==> config.mk <==
export PLATFORM = sky130hd
export DESIGN_NAME = aluTop
export DESIGN_NICKNAME = d
export VERILOG_FILES = /design/src/hw/aluPkg.sv /design/src/hw/aluIfs.sv /design/src/hw/opDecoder.sv /design/src/hw/arithUnit.sv /design/src/hw/logicUnit.sv /design/src/hw/resultStage.sv /design/src/hw/aluTop.sv
export SDC_FILE = /design/constraint.sdc
export NUM_CORES = 1
export LEC_CHECK = 0
export ABC_AREA = 1
export BUFFER_PORTS_ARGS = -buffer_cell sky130_fd_sc_hd__buf_2
export CAP_MARGIN = 10
export CORE_ASPECT_RATIO = 0.5
export CORE_MARGIN = 10
export CORE_UTILIZATION = 50
export CTS_BUF_LIST = sky130_fd_sc_hd__clkbuf_2
export CTS_CLUSTER_DIAMETER = 40
export DETAILED_ROUTE_END_ITERATION = 8
export PLACE_DENSITY = 0.69
export SYNTH_ARGS = -nofsm -noshare
export SYNTH_HDL_FRONTEND = slang
export SYNTH_HIERARCHICAL = 1
export SYNTH_SLANG_ARGS = --single-unit
==> constraint.sdc <==
create_clock -name clk -period 1.6 [get_ports clk]
set_clock_uncertainty 0.05 [all_clocks]
set_input_delay 0.24 -clock clk [delete_from_list [all_inputs] [get_ports clk]]
set_output_delay 0.24 -clock clk [all_outputs]
set_load 0.02 [all_outputs]
==> src/hw/aluPkg.sv <==
// Shared ALU types, opcode and condition encodings, and flag layout; referenced by scoped names
package aluPkg;

	localparam int immWidth = 8; // Immediate field of an instruction

	typedef logic [7:0]          opcodeT;   // Instruction opcode
	typedef logic [3:0]          condCodeT; // Bcond/Jcond condition
	typedef logic [immWidth-1:0] immT;      // Low byte of aluIn2 in immediate forms
	typedef logic [4:0]          flagsT;    // {N, Z, L, F, C}

	// Bit positions inside flagsT
	localparam int flagC = 0; // Carry or borrow
	localparam int flagF = 1; // Signed overflow
	localparam int flagL = 2; // Unsigned less
	localparam int flagZ = 3; // Equal
	localparam int flagN = 4; // Signed less

	localparam flagsT flagMaskArith = 5'b00011; // ADD, ADDI touch C and F
	localparam flagsT flagMaskAll   = 5'b11111; // SUB, CMP and their immediates

	// Immediate forms, upper nibble decides
	localparam opcodeT opAndi  = 8'b0001_????;
	localparam opcodeT opOri   = 8'b0010_????;
	localparam opcodeT opXori  = 8'b0011_????;
	localparam opcodeT opAddi  = 8'b0101_????;
	localparam opcodeT opSubi  = 8'b1001_????;
	localparam opcodeT opCmpi  = 8'b1011_????;
	localparam opcodeT opBcond = 8'b1100_????;
	localparam opcodeT opMovi  = 8'b1101_????;
	localparam opcodeT opLui   = 8'b1111_????;

	// Shifts, bit 0 of the immediate forms selects right
	localparam opcodeT opLshi  = 8'b1000_000?;
	localparam opcodeT opAshui = 8'b1000_001?;
	localparam opcodeT opLsh   = 8'b1000_0100;
	localparam opcodeT opAshu  = 8'b1000_0110;

	// Register forms
	localparam opcodeT opAnd  = 8'h01;
	localparam opcodeT opOr   = 8'h02;
	localparam opcodeT opXor  = 8'h03;
	localparam opcodeT opAdd  = 8'h05;
	localparam opcodeT opAddu = 8'h06;
	localparam opcodeT opSub  = 8'h09;
	localparam opcodeT opCmp  = 8'h0B;
	localparam opcodeT opMov  = 8'h0D;
	localparam opcodeT opNot  = 8'h0F;

	// Memory address and jumps
	localparam opcodeT opLoad  = 8'h40;
	localparam opcodeT opStor  = 8'h44;
	localparam opcodeT opJcond = 8'h4C;

	// Condition codes, taken from aluIn1[3:0]
	localparam condCodeT condEq = 4'h0;
	localparam condCodeT condNe = 4'h1;
	localparam condCodeT condCs = 4'h2;
	localparam condCodeT condCc = 4'h3;
	localparam condCodeT condHi = 4'h4;
	localparam condCodeT condLs = 4'h5;
	localparam condCodeT condGt = 4'h6;
	localparam condCodeT condLe = 4'h7;
	localparam condCodeT condFs = 4'h8;
	localparam condCodeT condFc = 4'h9;
	localparam condCodeT condLo = 4'hA;
	localparam condCodeT condHs = 4'hB;
	localparam condCodeT condLt = 4'hC;
	localparam condCodeT condGe = 4'hD;
	localparam condCodeT condUc = 4'hE;
	localparam condCodeT condNj = 4'hF;

	typedef enum logic [3:0] {
		kindAdd, kindSub, kindCmp, kindAnd, kindOr, kindXor, kindNot,
		kindPassA, kindPassB, kindShiftLeft, kindShiftRightLogic, kindShiftRightArith,
		kindBranch, kindJump
	} opKindT; // Decoded operation

endpackage

==> src/hw/aluIfs.sv <==
// Bundles between decoder, execution units and result stage inside the ALU

interface opIf #(
	parameter int dataWidth = 16
);

	logic                         opValid;     // One-cycle strobe
	aluPkg::opKindT               opKind;
	logic [dataWidth-1:0]         opA;         // aluIn1
	logic [dataWidth-1:0]         opB;         // Extended second operand or target
	logic [$clog2(dataWidth)-1:0] shiftAmount;
	aluPkg::flagsT                flagWrite;   // Flags this op may update
	aluPkg::condCodeT             condCode;
	logic [dataWidth-1:0]         pc;

	modport decoder (
		output opValid, opKind, opA, opB, shiftAmount, flagWrite, condCode, pc
	);

	modport unit (
		input opKind, opA, opB, shiftAmount
	);

	modport stage (
		input opValid, opKind, flagWrite, condCode, opB, pc
	);

endinterface

interface arithIf #(
	parameter int dataWidth = 16
);

	logic [dataWidth-1:0] sum;      // A+B or A-B
	logic                 carry;    // Carry out, or borrow on subtract
	logic                 overflow; // Signed overflow
	logic                 lower;    // A < B unsigned
	logic                 zero;     // A == B
	logic                 negative; // A < B signed

	modport source (output sum, carry, overflow, lower, zero, negative);
	modport sink   (input  sum, carry, overflow, lower, zero, negative);

endinterface

==> src/hw/opDecoder.sv <==
// Combinational opcode decoder; feeds operation kind, operands and flag mask to both units
module opDecoder #(
	parameter int dataWidth = 16
) (
	input  logic                opValid,
	input  aluPkg::opcodeT      aluOp,
	input  logic [dataWidth-1:0] aluIn1,
	input  logic [dataWidth-1:0] aluIn2,
	input  logic [dataWidth-1:0] pcIn,
	opIf.decoder                ops
);

	localparam int shiftWidth = $clog2(dataWidth);
	localparam int padWidth   = dataWidth - aluPkg::immWidth;

	aluPkg::immT          imm;    // Immediate byte
	logic [dataWidth-1:0] immSext;
	logic [dataWidth-1:0] immZext;
	logic [dataWidth-1:0] negIn2; // Right shift amount source for LSH/ASHU

	assign imm     = aluIn2[aluPkg::immWidth-1:0];
	assign immSext = {{padWidth{imm[aluPkg::immWidth-1]}}, imm};
	assign immZext = {{padWidth{1'b0}}, imm};
	assign negIn2  = -aluIn2;

	assign ops.opValid  = opValid;
	assign ops.opA      = aluIn1;
	assign ops.condCode = aluIn1[3:0]; // Condition lives in the Rdest field
	assign ops.pc       = pcIn;

	always_comb
	begin
		ops.opKind      = aluPkg::kindPassA; // Unlisted opcodes pass A
		ops.opB         = aluIn2;
		ops.shiftAmount = aluIn2[shiftWidth-1:0];
		ops.flagWrite   = '0;
		casez (aluOp)
			aluPkg::opAdd:   begin ops.opKind = aluPkg::kindAdd; ops.flagWrite = aluPkg::flagMaskArith; end
			aluPkg::opAddu:  ops.opKind = aluPkg::kindAdd; // No flags
			aluPkg::opAddi:  begin ops.opKind = aluPkg::kindAdd; ops.opB = immSext; ops.flagWrite = aluPkg::flagMaskArith; end
			aluPkg::opSub:   begin ops.opKind = aluPkg::kindSub; ops.flagWrite = aluPkg::flagMaskAll; end
			aluPkg::opSubi:  begin ops.opKind = aluPkg::kindSub; ops.opB = immSext; ops.flagWrite = aluPkg::flagMaskAll; end
			aluPkg::opCmp:   begin ops.opKind = aluPkg::kindCmp; ops.flagWrite = aluPkg::flagMaskAll; end
			aluPkg::opCmpi:  begin ops.opKind = aluPkg::kindCmp; ops.opB = immSext; ops.flagWrite = aluPkg::flagMaskAll; end
			aluPkg::opAnd:   ops.opKind = aluPkg::kindAnd;
			aluPkg::opAndi:  begin ops.opKind = aluPkg::kindAnd; ops.opB = immZext; end
			aluPkg::opOr:    ops.opKind = aluPkg::kindOr;
			aluPkg::opOri:   begin ops.opKind = aluPkg::kindOr; ops.opB = immZext; end
			aluPkg::opXor:   ops.opKind = aluPkg::kindXor;
			aluPkg::opXori:  begin ops.opKind = aluPkg::kindXor; ops.opB = immZext; end
			aluPkg::opNot:   ops.opKind = aluPkg::kindNot;
			aluPkg::opMov:   ops.opKind = aluPkg::kindPassA;
			aluPkg::opMovi:  begin ops.opKind = aluPkg::kindPassB; ops.opB = immZext; end
			aluPkg::opLui:   begin ops.opKind = aluPkg::kindPassB; ops.opB = {imm, {padWidth{1'b0}}}; end
			aluPkg::opLoad,
			aluPkg::opStor:  ops.opKind = aluPkg::kindPassB; // Address pass-through
			aluPkg::opLshi:  ops.opKind = aluOp[0] ? aluPkg::kindShiftRightLogic : aluPkg::kindShiftLeft;
			aluPkg::opAshui: ops.opKind = aluOp[0] ? aluPkg::kindShiftRightArith : aluPkg::kindShiftLeft;
			aluPkg::opLsh,
			aluPkg::opAshu:
			begin
				if (aluIn2[dataWidth-1]) // Negative count shifts right
				begin
					ops.opKind      = aluOp[1] ? aluPkg::kindShiftRightArith : aluPkg::kindShiftRightLogic;
					ops.shiftAmount = negIn2[shiftWidth-1:0];
				end
				else
					ops.opKind = aluPkg::kindShiftLeft; // Arithmetic left equals logical left
			end
			aluPkg::opBcond: begin ops.opKind = aluPkg::kindBranch; ops.opB = immSext; end // PC offset
			aluPkg::opJcond: ops.opKind = aluPkg::kindJump; // Absolute target in aluIn2
			default:         ops.opKind = aluPkg::kindPassA;
		endcase
	end

	// Only an undriven opcode can leave opKind unknown here
	always_comb
	begin
		if (opValid)
			assert (!$isunknown(ops.opKind)) else $error("opDecoder: unknown opKind for opcode %h", aluOp);
	end

endmodule

==> src/hw/arithUnit.sv <==
// Combinational adder/subtractor with carry, overflow and compare outputs for the flag register
module arithUnit #(
	parameter int dataWidth = 16
) (
	opIf.unit      ops,
	arithIf.source arith
);

	localparam int msb = dataWidth - 1;

	logic                 isSub;   // sub and cmp share the subtract path
	logic [dataWidth-1:0] bEff;    // B or its complement
	logic [dataWidth:0]   wideSum; // Extra bit holds the carry out

	assign isSub = (ops.opKind == aluPkg::kindSub) || (ops.opKind == aluPkg::kindCmp);
	assign bEff  = isSub ? ~ops.opB : ops.opB;

	// A + ~B + 1 on subtract
	assign wideSum = {1'b0, ops.opA} + {1'b0, bEff} + {{dataWidth{1'b0}}, isSub};

	assign arith.sum = wideSum[msb:0]; // cmp also returns the difference word

	// Subtract carry out is inverted borrow
	assign arith.carry = wideSum[dataWidth] ^ isSub;

	// Operands of equal sign giving a result of the other sign
	assign arith.overflow = (ops.opA[msb] == bEff[msb]) && (wideSum[msb] != ops.opA[msb]);

	// Compare outputs, meaningful on the subtract path only
	assign arith.lower    = ~wideSum[dataWidth];           // Borrow means A < B unsigned
	assign arith.zero     = (ops.opA == ops.opB);
	assign arith.negative = wideSum[msb] ^ arith.overflow; // Sign of the true difference

endmodule

==> src/hw/logicUnit.sv <==
// Combinational bitwise, move and barrel shift unit; result goes to the result stage
module logicUnit #(
	parameter int dataWidth = 16
) (
	opIf.unit                    ops,
	output logic [dataWidth-1:0] logicResult
);

	logic [dataWidth-1:0] shlResult; // Left shift, logical and arithmetic alike
	logic [dataWidth-1:0] shrResult; // Zero fill
	logic [dataWidth-1:0] sraResult; // Sign fill

	assign shlResult = ops.opA << ops.shiftAmount;
	assign shrResult = ops.opA >> ops.shiftAmount;
	assign sraResult = $signed(ops.opA) >>> ops.shiftAmount;

	always_comb
	begin
		case (ops.opKind)
			aluPkg::kindAnd:
				logicResult = ops.opA & ops.opB;
			aluPkg::kindOr:
				logicResult = ops.opA | ops.opB;
			aluPkg::kindXor:
				logicResult = ops.opA ^ ops.opB;
			aluPkg::kindNot:
				logicResult = ~ops.opA; // Single operand
			aluPkg::kindPassB:
				logicResult = ops.opB; // MOVI, LUI, LOAD, STOR
			aluPkg::kindShiftLeft:
				logicResult = shlResult;
			aluPkg::kindShiftRightLogic:
				logicResult = shrResult;
			aluPkg::kindShiftRightArith:
				logicResult = sraResult;
			default:
				logicResult = ops.opA; // MOV and unlisted opcodes
		endcase
	end

endmodule

==> src/hw/resultStage.sv <==
// Output register stage; picks the result, resolves branches and holds the flag register
module resultStage #(
	parameter int dataWidth = 16
) (
	input  logic                 clk,
	input  logic                 arstN,
	opIf.stage                   ops,
	arithIf.sink                 arith,
	input  logic [dataWidth-1:0] logicResult,
	output logic [dataWidth-1:0] aluOut,
	output logic                 outValid,
	output logic                 branchTaken,
	output aluPkg::flagsT        flags
);

	logic                 isArith;    // Sum drives aluOut
	logic                 isBranch;   // Bcond or Jcond
	logic                 condTrue;   // Condition against stored flags
	logic [dataWidth-1:0] target;     // Taken address
	logic [dataWidth-1:0] resultNext;
	aluPkg::flagsT        flagsNew;   // Candidate flags from the adder

	assign isArith  = (ops.opKind == aluPkg::kindAdd) || (ops.opKind == aluPkg::kindSub)
		|| (ops.opKind == aluPkg::kindCmp);
	assign isBranch = (ops.opKind == aluPkg::kindBranch) || (ops.opKind == aluPkg::kindJump);

	always_comb
	begin
		flagsNew                = '0;
		flagsNew[aluPkg::flagC] = arith.carry;
		flagsNew[aluPkg::flagF] = arith.overflow;
		flagsNew[aluPkg::flagL] = arith.lower;
		flagsNew[aluPkg::flagZ] = arith.zero;
		flagsNew[aluPkg::flagN] = arith.negative;
	end

	// Flags are the ones stored by the previous operation
	always_comb
	begin
		case (ops.condCode)
			aluPkg::condEq: condTrue = flags[aluPkg::flagZ];
			aluPkg::condNe: condTrue = !flags[aluPkg::flagZ];
			aluPkg::condCs: condTrue = flags[aluPkg::flagC];
			aluPkg::condCc: condTrue = !flags[aluPkg::flagC];
			aluPkg::condHi: condTrue = !flags[aluPkg::flagL] && !flags[aluPkg::flagZ];
			aluPkg::condLs: condTrue = flags[aluPkg::flagL] || flags[aluPkg::flagZ];
			aluPkg::condLo: condTrue = flags[aluPkg::flagL];
			aluPkg::condHs: condTrue = !flags[aluPkg::flagL];
			aluPkg::condGt: condTrue = !flags[aluPkg::flagN] && !flags[aluPkg::flagZ];
			aluPkg::condLe: condTrue = flags[aluPkg::flagN] || flags[aluPkg::flagZ];
			aluPkg::condLt: condTrue = flags[aluPkg::flagN];
			aluPkg::condGe: condTrue = !flags[aluPkg::flagN];
			aluPkg::condFs: condTrue = flags[aluPkg::flagF];
			aluPkg::condFc: condTrue = !flags[aluPkg::flagF];
			aluPkg::condUc: condTrue = 1'b1;
			default:        condTrue = 1'b0; // NJ
		endcase
	end

	// Bcond adds the sign-extended offset, Jcond jumps to B
	assign target = (ops.opKind == aluPkg::kindBranch) ? ops.pc + ops.opB : ops.opB;

	always_comb
	begin
		if (isBranch)
			resultNext = condTrue ? target : ops.pc + dataWidth'(1); // Fall through
		else if (isArith)
			resultNext = arith.sum;
		else
			resultNext = logicResult;
	end

	always_ff @(posedge clk or negedge arstN)
	begin
		if (!arstN)
		begin
			outValid    <= 1'b0;
			branchTaken <= 1'b0;
			flags       <= '0;
			aluOut      <= '0;
		end
		else
		begin
			outValid    <= ops.opValid;
			branchTaken <= ops.opValid && isBranch && condTrue;
			if (ops.opValid)
			begin
				aluOut <= resultNext;
				flags  <= (flags & ~ops.flagWrite) | (flagsNew & ops.flagWrite); // Masked update
			end
		end
	end

	// A taken branch always comes with a valid result
	assert property (@(posedge clk) disable iff (!arstN) branchTaken |-> outValid)
		else $error("resultStage: branchTaken without outValid");

	// Valid out must stay defined once reset is released
	assert property (@(posedge clk) disable iff (!arstN) !$isunknown(outValid))
		else $error("resultStage: outValid unknown");

endmodule

==> src/hw/aluTop.sv <==
// Registered 16-bit ALU top level; one operation per clock, result one cycle after opValid
module aluTop #(
	parameter int dataWidth = 16
) (
	input  logic                 clk,
	input  logic                 arstN,
	input  logic                 opValid,
	input  aluPkg::opcodeT       aluOp,
	input  logic [dataWidth-1:0] aluIn1,
	input  logic [dataWidth-1:0] aluIn2,
	input  logic [dataWidth-1:0] pcIn,
	output logic [dataWidth-1:0] aluOut,
	output logic                 outValid,
	output logic                 branchTaken,
	output aluPkg::flagsT        flags
);

	opIf #(.dataWidth(dataWidth))    opBus ();    // Decoded operation
	arithIf #(.dataWidth(dataWidth)) arithBus (); // Adder results

	logic [dataWidth-1:0] logicResult; // Logic and shift word

	opDecoder #(.dataWidth(dataWidth)) opDecoder_inst (
		.opValid (opValid),
		.aluOp   (aluOp),
		.aluIn1  (aluIn1),
		.aluIn2  (aluIn2),
		.pcIn    (pcIn),
		.ops     (opBus.decoder)
	);

	arithUnit #(.dataWidth(dataWidth)) arithUnit_inst (
		.ops   (opBus.unit),
		.arith (arithBus.source)
	);

	logicUnit #(.dataWidth(dataWidth)) logicUnit_inst (
		.ops         (opBus.unit),
		.logicResult (logicResult)
	);

	resultStage #(.dataWidth(dataWidth)) resultStage_inst (
		.clk         (clk),
		.arstN       (arstN),
		.ops         (opBus.stage),
		.arith       (arithBus.sink),
		.logicResult (logicResult),
		.aluOut      (aluOut),
		.outValid    (outValid),
		.branchTaken (branchTaken),
		.flags       (flags)
	);

endmodule

==> out/metrics.csv, run 1 <==
stage,metric,value,unit
run_status,outcome,"finished, violations left",
run_status,failing checks,"design-rule violations, negative setup slack",
timing,Max Slew Vio Count,0,
critical_path,endpoint class of the critical path,register,
finish,layout net count,1959,
yosys,Compound-Gate Fraction of Synth Area,9.949,%
yosys,post-synth cell types,46,
finish,"Core Util, Final",79.84,%
place,HPWL after detailed placement,27840,um
cts,CTS root buffer,clkbuf_2,
worst_hold_path,Hold EP,resultStage_inst/outValid,
timing,Hold Slack,112.2,ps
cts,"CTS clk-pin slew, worst paths",220,ps
finish,layout cell share with drive strength beyond 1,38.26,%
power,combinational group share of total power,86.9,%
critical_path,FF-to-FF setup slack,-190,ps
cts,CTS buffer count,3,
critical_path,"most used cell, CP",nand2_1,
detailed_routing,detailed-route via count,11850,
global_routing,initial antenna violation count,0,
yosys,synth warn,6,
finish,P&R area growth vs syn,56.08,%
place,Port Buffers,81,
floorplanning,DIE WIDTH,197.6,um
yosys,Post-Syn Nets,1593,
detailed_routing,Antenna Violating Nets Remaining,0,
yosys,register area share after synthesis,7.299,%
timing,Max Fclk,0.2958,GHz
cts,clk sinks,23,
power,pwr/cell area,745.9,nW/um2
finish,"commonest non-fill, non-tap cells in the layout","nand2_1 (446), buf_4 (328), nand3_1 (155)",
floorplanning,row cnt,32,
finish,fin area,12310,um2
timing,fin worst setup slack,-1780,ps
place,Final GP Congestion,1.004,
critical_path,Critical Path RT,1910,ps
detailed_routing,vias per cell,5.815,
critical_path,CP Class,input port to register,
worst_hold_path,min-delay src,opValid,
critical_path,critical path data arrival time,3690,ps
cts,CTS max path bufs,2,
yosys,simple-gate portion of the synthesized area,51.57,%
yosys,mux cell area share after synthesis,0,%
critical_path,Reg2Reg Capture Point,resultStage_inst/aluOut[9],
timing,Final min period,3380,ps
timing,final hold violation count,0,
detailed_routing,drt drc,1,
cts,htree depth,1,
global_routing,GRT Overall Usage,32.19,%
floorplanning,die height,108.8,um
critical_path,slowest CP cell,a21oi_1,
timing,max_slew headroom,33.97,%
power,Pint,4.275,mW
power,VDD IR max,408.1,uV
timing,# setup viols final,22,
worst_hold_path,Worst Hold Depth,2,
floorplanning,die area,21500,um2
detailed_routing,initial DRC count,1620,
detailed_routing,Pre-antenna DRT Iters,9,
global_routing,number of global-route vias before repair,11100,
timing,post-route clock period utilization,211.3,%
yosys,post-synthesis adder-cell area fraction,10.82,%
global_routing,GRT overflow,0,
power,sw frac,53.43,%
detailed_routing,Routed Wire Length,39030,um
detailed_routing,WL per Instance,19.16,um
critical_path,Max Fanout on Critical Path,5,
yosys,"Cell Area, Synth",7885,um2
power,switching pwr,4.904,mW
worst_hold_path,worst min-delay path class,input port to register,
power,Static Leak,6.593,nW
yosys,Syn Area/Cell,5.375,um2
finish,"commonest non-fill, non-tap cell in the layout",nand2_1,
global_routing,pin count of the biggest net entering global routing,30,
job,max_cap viols,0,
yosys,main combinational cell family by area after synthesis,simple AND/OR/NAND/NOR gates,
cts,clk_lat worst skew,400,ps
timing,Slew @ Worst Pin,986.8,ps
timing,RSZ-0062 raised after global routing,yes,
power,Clock Power Share,2.9,%
floorplanning,Initial Util,51.15,%
power,"Power, Total",9.180,mW
floorplanning,IO Pins,82,
critical_path,Worst setup SP type,input port,
critical_path,Worst path max stage delay,270,ps
yosys,Post-Synth XOR/XNOR Area,6.220,%
yosys,Gate Count Post-Synth,1467,
global_routing,first-pass GRT wire length,56300,um
cts,CTS tree,yes,
power,sequential share of power,10.2,%
critical_path,cells on worst reg2reg path,12,
floorplanning,core area,15410,um2
yosys,Seq cells post-synth,23,
place,placed cell area,10790,um2
## critical path: cells and delay by family
kind	cells	cell delay (ps)
AO/OA/AOI/OAI	3	690
XOR/XNOR	1	180
adder cells (fa/ha/maj)	1	240
AND/OR/NAND/NOR	16	1630
buffers and inverters	5	710
## per-layer routing
metal  vias to the layer above  global-route usage, %  wire length, um
met5                         -                      0                0
met4                         0                  14.39             2823
met3                       283                  5.320             4732
met2                       845                  55.00            17130
met1                      5319                  39.59            14340
li1                       5399                      -                -
## through the flow
stage | setup TNS (ps) | worst slack, ps | std cells
finish | -31330 | -1780 | 2037
global route | -32820 | -1826 | 2036
CTS | -26380 | -1385 | 2020
detailed placement | -39490 | -2043 | 1989
global placement | -37560 | -1994 | 1989
floorplan | -27530 | -1609 | 1467
## power groups by stage
| stage | combinational, mW | clock (mW) | sequential [mW] |
|---|---|---|---|
| 3_3_place_gp | 5.90 | 0 | 0.923 |
| 3_5_place_dp | 6.03 | 0 | 0.928 |
| 5_1_grt | 8.38 | 0.288 | 0.948 |
| 4_1_cts | 6.75 | 0.248 | 0.919 |
| 2_1_floorplan | 3.31 | 0 | 1.12 |
| 6_report | 7.98 | 0.265 | 0.936 |
## area by class of cell
cell class                 instances  area [um2]
antenna                            1       2.502
clock buffer                       4       20.02
fill                            1099        3108
inverter                         160       638.1
multi-input combinational       1205        7415
sequential                        23       575.6
tap                              204       255.2
timing repair buffer             440        3401
## how the worst max path moves through the flow
stage	endpoint	from	cells after the start	slack [ps]
final	resultStage_inst/aluOut[13]	aluOp[3]	26	-1780
after global routing	resultStage_inst/aluOut[13]	aluOp[6]	28	-1830
after global placement	resultStage_inst/aluOut[15]	aluOp[6]	27	-1990
after floorplan	resultStage_inst/aluOut[10]	aluOp[6]	25	-1610
after CTS	resultStage_inst/aluOut[10]	aluOp[6]	28	-1390
after detailed placement	resultStage_inst/aluOut[15]	aluOp[6]	27	-2040
## cells by family (layout without fill, tap and decap cells)
| group | after synthesis | count (layout) |
|---|---|---|
| xor+xnor | 56 | 56 |
| other cells | 0 | 1 |
| buf+inv | 239 | 604 |
| flops | 23 | 23 |
| simple gates | 941 | 941 |
| compound gates | 141 | 141 |
| fa+ha+maj | 67 | 67 |
## Yosys cell counts (all sizes together)
master	number	area, um2
a21o	1	7.510
inv	158	593.1
o22ai	8	50.05
or2	5	31.28
o21ai	46	230.2
a31oi	14	87.58
nand2	520	1982
nand3b	5	37.54
o31ai	2	15.01
a21boi	2	15.02
ha	65	813.3
clkinv	2	7.510
buf	66	465.4
a21oi	54	270.3
nor4	1	6.260
o21bai	3	22.52
nor3	16	107.6
nor2	192	800.8
dfrtp	23	575.6
o2111ai	1	8.760
a221oi	1	8.760
clkbuf	13	48.80
nand4	18	112.6
and2	5	31.28
xnor2	35	306.5
o211ai	6	45.04
nand3	178	948.4
xor2	21	183.9
o21a	2	15.01
fa	2	40.04
nor4b	1	8.760
o22a	1	8.760
## what timing repair did
action | in CTS | in global routing
hold endpoints to repair | 23 | 0
hold buffers | 1 | 0
gates cloned | 1 | 0
pin swaps | 76 | 92
setup buffers | 25 | 19
gates resized for setup | 143 | 106
endpoints found under the setup margin | 22 | 22
Power figures use the tool's default switching activity.
==> run 2, diff against run 1 <==
--- a/config.mk
+++ b/config.mk
@@ -10,11 +10,10 @@
 export CAP_MARGIN = 10
 export CORE_ASPECT_RATIO = 0.5
 export CORE_MARGIN = 10
-export CORE_UTILIZATION = 50
+export CORE_UTILIZATION = 35
 export CTS_BUF_LIST = sky130_fd_sc_hd__clkbuf_2
 export CTS_CLUSTER_DIAMETER = 40
 export DETAILED_ROUTE_END_ITERATION = 8
-export PLACE_DENSITY = 0.69
 export SYNTH_ARGS = -nofsm -noshare
 export SYNTH_HDL_FRONTEND = slang
 export SYNTH_HIERARCHICAL = 1
==> out/metrics.csv, run 2 (synthesis results as in run 1) <==
stage,metric,value,unit
critical_path,Critical Path RT,1870,ps
critical_path,Worst setup SP type,input port,
finish,"Core Util, Final",57.30,%
timing,Setup TNS,-27820,ps
power,pwr/cell area,684.4,nW/um2
critical_path,Max Fanout on Critical Path,8,
worst_hold_path,Worst Hold Depth,2,
detailed_routing,detailed-route via count,11070,
timing,Final min period,3093,ps
cts,CTS tree,yes,
critical_path,Reg2Reg Capture Point,resultStage_inst/aluOut[15],
timing,post-route clock period utilization,193.3,%
cts,"CTS clk-pin slew, worst paths",240,ps
timing,Max Fclk,0.3233,GHz
place,Final GP Congestion,0.9566,
run_status,failing checks,negative setup slack,
floorplanning,die area,29300,um2
finish,"commonest non-fill, non-tap cells in the layout","nand2_1 (445), buf_4 (359), nand3_1 (153)",
finish,layout net count,1997,
detailed_routing,initial DRC count,1059,
cts,htree depth,1,
critical_path,endpoint class of the critical path,register,
timing,RSZ-0062 raised after global routing,yes,
timing,Slew @ Worst Pin,616.5,ps
timing,# setup viols final,22,
global_routing,first-pass GRT wire length,53310,um
finish,n_diodes,0,
power,VDD IR max,349.8,uV
cts,clk_lat worst skew,350,ps
run_status,outcome,"finished, violations left",
worst_hold_path,worst min-delay path class,input port to register,
detailed_routing,drt drc,0,
floorplanning,row cnt,38,
timing,final hold violation count,0,
critical_path,critical path data arrival time,3360,ps
finish,post-route insts no fill,2170,
global_routing,GRT Overall Usage,21.96,%
detailed_routing,Routed Wire Length,35180,um
worst_hold_path,Hold EP,resultStage_inst/outValid,
detailed_routing,vias per cell,5.102,
finish,P&R area growth vs syn,59.28,%
power,Static Leak,6.740,nW
finish,layout cell share with drive strength beyond 1,39.52,%
detailed_routing,Pre-antenna DRT Iters,6,
detailed_routing,Antenna Violating Nets Remaining,0,
floorplanning,die height,126.1,um
timing,max_slew headroom,58.75,%
floorplanning,core area,21920,um2
global_routing,pin count of the biggest net entering global routing,29,
global_routing,initial antenna violation count,0,
cts,clk sinks,23,
place,Port Buffers,81,
floorplanning,Initial Util,35.97,%
floorplanning,IO Pins,82,
timing,Max Slew Vio Count,0,
finish,"commonest non-fill, non-tap cell in the layout",nand2_1,
place,HPWL after detailed placement,27770,um
timing,fin worst setup slack,-1493,ps
critical_path,FF-to-FF setup slack,-400,ps
global_routing,GRT overflow,0,
cts,CTS max path bufs,2,
place,dpl cells,2105,
timing,Hold Slack,155.7,ps
cts,CTS root buffer,clkbuf_2,
worst_hold_path,min-delay src,opValid,
cts,CTS buffer count,3,
floorplanning,DIE WIDTH,232.3,um
critical_path,cells on worst reg2reg path,11,
detailed_routing,WL per Instance,16.21,um
global_routing,number of global-route vias before repair,10120,
critical_path,CP Class,input port to register,
job,max_cap viols,0,
## run 2: cell types whose count changed in the layout (fill, tap and decap cells not counted), moves of 3 or more
cell,previous run,this run
nor2_1,141,138
buf_6,20,26
buf_4,328,359
buf_8,3,6
ha_1,51,54
xnor2_4,10,3
ha_4,14,11
nand3_2,18,21
a21oi_4,6,2
nor2_2,29,34
a21oi_2,14,19
inv_2,20,16
xnor2_1,17,22
## run 2: area by class of cell
type / count / area, um2
Fill cell: 2096 / 9359
Multi-Input combinational cell: 1205 / 7239
Timing Repair Buffer: 477 / 3694
Inverter: 160 / 650.6
Sequential cell: 23 / 575.6
Tap cell: 300 / 375.4
Clock buffer: 3 / 15.01
Clock inverter: 1 / 5.005
Timing Repair inverter: 1 / 5.005
## run 2: critical path, stage by stage
cell,delay (ps)
buf_4,130
inv_4,70
nor2_2,50
nand2_1,70
nor2_1,50
nor2_1,140
nand3_2,130
nor2_4,150
nand2_4,90
nand2_4,100
inv_2,40
nand2_2,70
nand3_4,150
buf_12,200
buf_12,130
xnor2_4,160
ha_4,310
nand2_2,90
o21a_1,230
nand2_4,90
nand2_4,70
nand2_2,80
nand2_1,60
nand2_1,80
nand2_1,60
a31oi_1,180
nand2_1,70
nand2_1,70
## run 2: repair_timing
item,CTS,global route
hold buffers,1,0
pin swaps,70,100
gates cloned,0,1
gates resized for setup,104,156
setup endpoints to repair,22,22
setup buffers,34,31
endpoints found under the hold margin,23,0
## run 2: worst max path at each step
stage | startpoint | endpoint | slack [ps] | depth (start not counted)
final | aluOp[0] | resultStage_inst/aluOut[15] | -1490 | 28
after global routing | aluOp[0] | resultStage_inst/aluOut[15] | -1690 | 27
after CTS | aluOp[6] | resultStage_inst/aluOut[6] | -1370 | 26
after detailed placement | aluOp[6] | resultStage_inst/aluOut[14] | -1990 | 25
after global placement | aluOp[6] | resultStage_inst/aluOut[14] | -1920 | 25
after floorplan | aluOp[6] | resultStage_inst/aluOut[10] | -1610 | 25
## run 2: power breakdown
group	total [mW]	switching, mW	internal [mW]	leakage (nW)
combinational	7.39	4.07	3.32	6.45
clock	0.254	0.197	0.0567	0.0164
sequential	0.954	0.191	0.763	0.274
## run 2: metal layers
layer	share of wire (%)	GRT usage, %	vias up	wire (um)
met5	0	0	-	0
met4	2.1	4.585	0	733
met3	8.1	1.457	52	2856
met2	43	34.13	488	15240
met1	46	32.35	5048	16340
li1	-	-	5483	-
## run 2: per-stage QoR
step	area [um2]	power [mW]	worst slack [ps]
2_1_floorplan	8149	4.431	-1609
3_3_place_gp	11040	6.912	-1924
3_5_place_dp	11040	6.919	-1989
4_1_cts	11750	7.704	-1373
5_1_grt	12560	9.234	-1688
6_report	12560	8.596	-1493
==> run 3, diff against run 2 <==
--- a/config.mk
+++ b/config.mk
@@ -10,7 +10,7 @@
 export CAP_MARGIN = 10
 export CORE_ASPECT_RATIO = 0.5
 export CORE_MARGIN = 10
-export CORE_UTILIZATION = 35
+export CORE_UTILIZATION = 40
 export CTS_BUF_LIST = sky130_fd_sc_hd__clkbuf_2
 export CTS_CLUSTER_DIAMETER = 40
 export DETAILED_ROUTE_END_ITERATION = 8
==> out/metrics.csv, run 3 (synthesis results as in run 1) <==
stage,metric,value,unit
cts,CTS tree,yes,
finish,layout net count,1988,
floorplanning,die height,119.3,um
timing,fin worst setup slack,-1545,ps
finish,post-route insts no fill,2128,
cts,CTS root buffer,clkbuf_2,
floorplanning,row cnt,36,
timing,final hold violation count,0,
finish,layout cell share with drive strength beyond 1,38.47,%
cts,CTS max path bufs,2,
detailed_routing,Antenna Violating Nets Remaining,0,
detailed_routing,Routed Wire Length,37740,um
timing,max_slew headroom,36.74,%
finish,P&R area growth vs syn,60.47,%
floorplanning,IO Pins,82,
timing,Max Slew Vio Count,0,
critical_path,slowest CP cell,ha_4,
cts,clk_lat worst skew,380,ps
floorplanning,die area,26070,um2
place,dpl cells,2063,
worst_hold_path,worst min-delay path class,input port to register,
timing,RSZ-0062 raised after global routing,yes,
detailed_routing,Pre-antenna DRT Iters,7,
global_routing,number of global-route vias before repair,10590,
place,Port Buffers,81,
critical_path,endpoint class of the critical path,register,
cts,clk sinks,23,
global_routing,initial antenna violation count,1,
timing,Final min period,3145,ps
critical_path,Worst path max stage delay,300,ps
timing,post-route clock period utilization,196.6,%
critical_path,"most used cell, CP",nand2_1,
global_routing,first-pass GRT wire length,56760,um
cts,CTS buffer count,3,
global_routing,GRT Overall Usage,26.95,%
detailed_routing,drt drc,0,
power,"Power, Total",9.050,mW
detailed_routing,vias per cell,5.271,
floorplanning,Initial Util,40.62,%
critical_path,critical path data arrival time,3430,ps
global_routing,GRT overflow,0,
cts,htree depth,1,
critical_path,Worst setup SP type,input port,
critical_path,Top delay family on crit path,simple AND/OR/NAND/NOR gates,
cts,"CTS clk-pin slew, worst paths",230,ps
detailed_routing,detailed-route via count,11220,
detailed_routing,WL per Instance,17.74,um
floorplanning,core area,19410,um2
power,Static Leak,6.767,nW
critical_path,WP buf/inv,6,
place,Final GP Congestion,1.015,
timing,Slew @ Worst Pin,945.3,ps
run_status,failing checks,negative setup slack,
detailed_routing,initial DRC count,1103,
global_routing,pin count of the biggest net entering global routing,32,
timing,Max Fclk,0.3179,GHz
power,pwr/cell area,715.2,nW/um2
timing,# setup viols final,22,
critical_path,Max Fanout on Critical Path,5,
timing,Hold Slack,135.9,ps
critical_path,Critical Path RT,1890,ps
power,VDD IR max,395.6,uV
run_status,outcome,"finished, violations left",
finish,"commonest non-fill, non-tap cells in the layout","nand2_1 (456), buf_4 (340), nand3_1 (157)",
place,HPWL after detailed placement,29670,um
job,max_cap viols,0,
finish,"commonest non-fill, non-tap cell in the layout",nand2_1,
critical_path,CP Class,input port to register,
floorplanning,DIE WIDTH,218.6,um
[run 3: area by class of cell]
type | instances | area, um2
diodes | 1 | 2.502
clock buffers | 3 | 15.01
clock inverters | 1 | 5.005
fillers | 1822 | 6760
inverters | 160 | 648.1
multi-input cells | 1206 | 7358
flip-flops and latches | 23 | 575.6
well taps | 266 | 332.8
repair buffers | 468 | 3716
[run 3: per-stage QoR]
stage | worst slack (ps) | util (%) | cell area [um2] | setup TNS (ps)
finish | -1545 | 65.18 | 12650 | -28540
global route | -1726 | 65.18 | 12650 | -31650
CTS | -1363 | 61.54 | 11950 | -25950
detailed placement | -1984 | 56.59 | 10990 | -38780
global placement | -1925 | 56.59 | 10990 | -37660
floorplan | -1609 | - | 8149 | -27530
[run 3: where the power goes]
group / internal, mW / total, mW / leakage [nW] / switching (mW)
sequential: 0.763 / 0.933 / 0.274 / 0.169
clock: 0.0565 / 0.255 / 0.0164 / 0.198
combinational: 3.53 / 7.86 / 6.48 / 4.33
[run 3: final timing paths]
path / from / to / slack [ps] / depth (start not counted)
max in group asynchronous: arstN / resultStage_inst/aluOut[9] / 830 / 2
worst max register to register: register / resultStage_inst/aluOut[3] / -180 / 8
worst max-delay path: aluOp[6] / resultStage_inst/aluOut[14] / -1550 / 28
min in group asynchronous: arstN / resultStage_inst/aluOut[14] / 310 / 2
worst min register to register: resultStage_inst/aluOut[5] / resultStage_inst/aluOut[5] / 450 / 2
worst min-delay path: opValid / resultStage_inst/outValid / 140 / 2
[run 3: per-layer routing]
layer / global-route usage [%] / up-vias / share of wire (%)
met4: 9.271 / 0 / 3.9
met3: 3.790 / 88 / 7.8
li1: - / 5466 / -
met2: 44.03 / 467 / 45
met1: 35.58 / 5195 / 43
met5: 0 / - / 0
[run 3: what timing repair did]
| action | 4_1_cts | 5_1_grt |
|---|---|---|
| setup buffers | 41 | 20 |
| cloned | 2 | 0 |
| hold endpoints to repair | 23 | 0 |
| hold buffers | 1 | 0 |
| setup endpoints to repair | 22 | 22 |
| gates resized for setup | 154 | 114 |
| pin swaps | 100 | 115 |
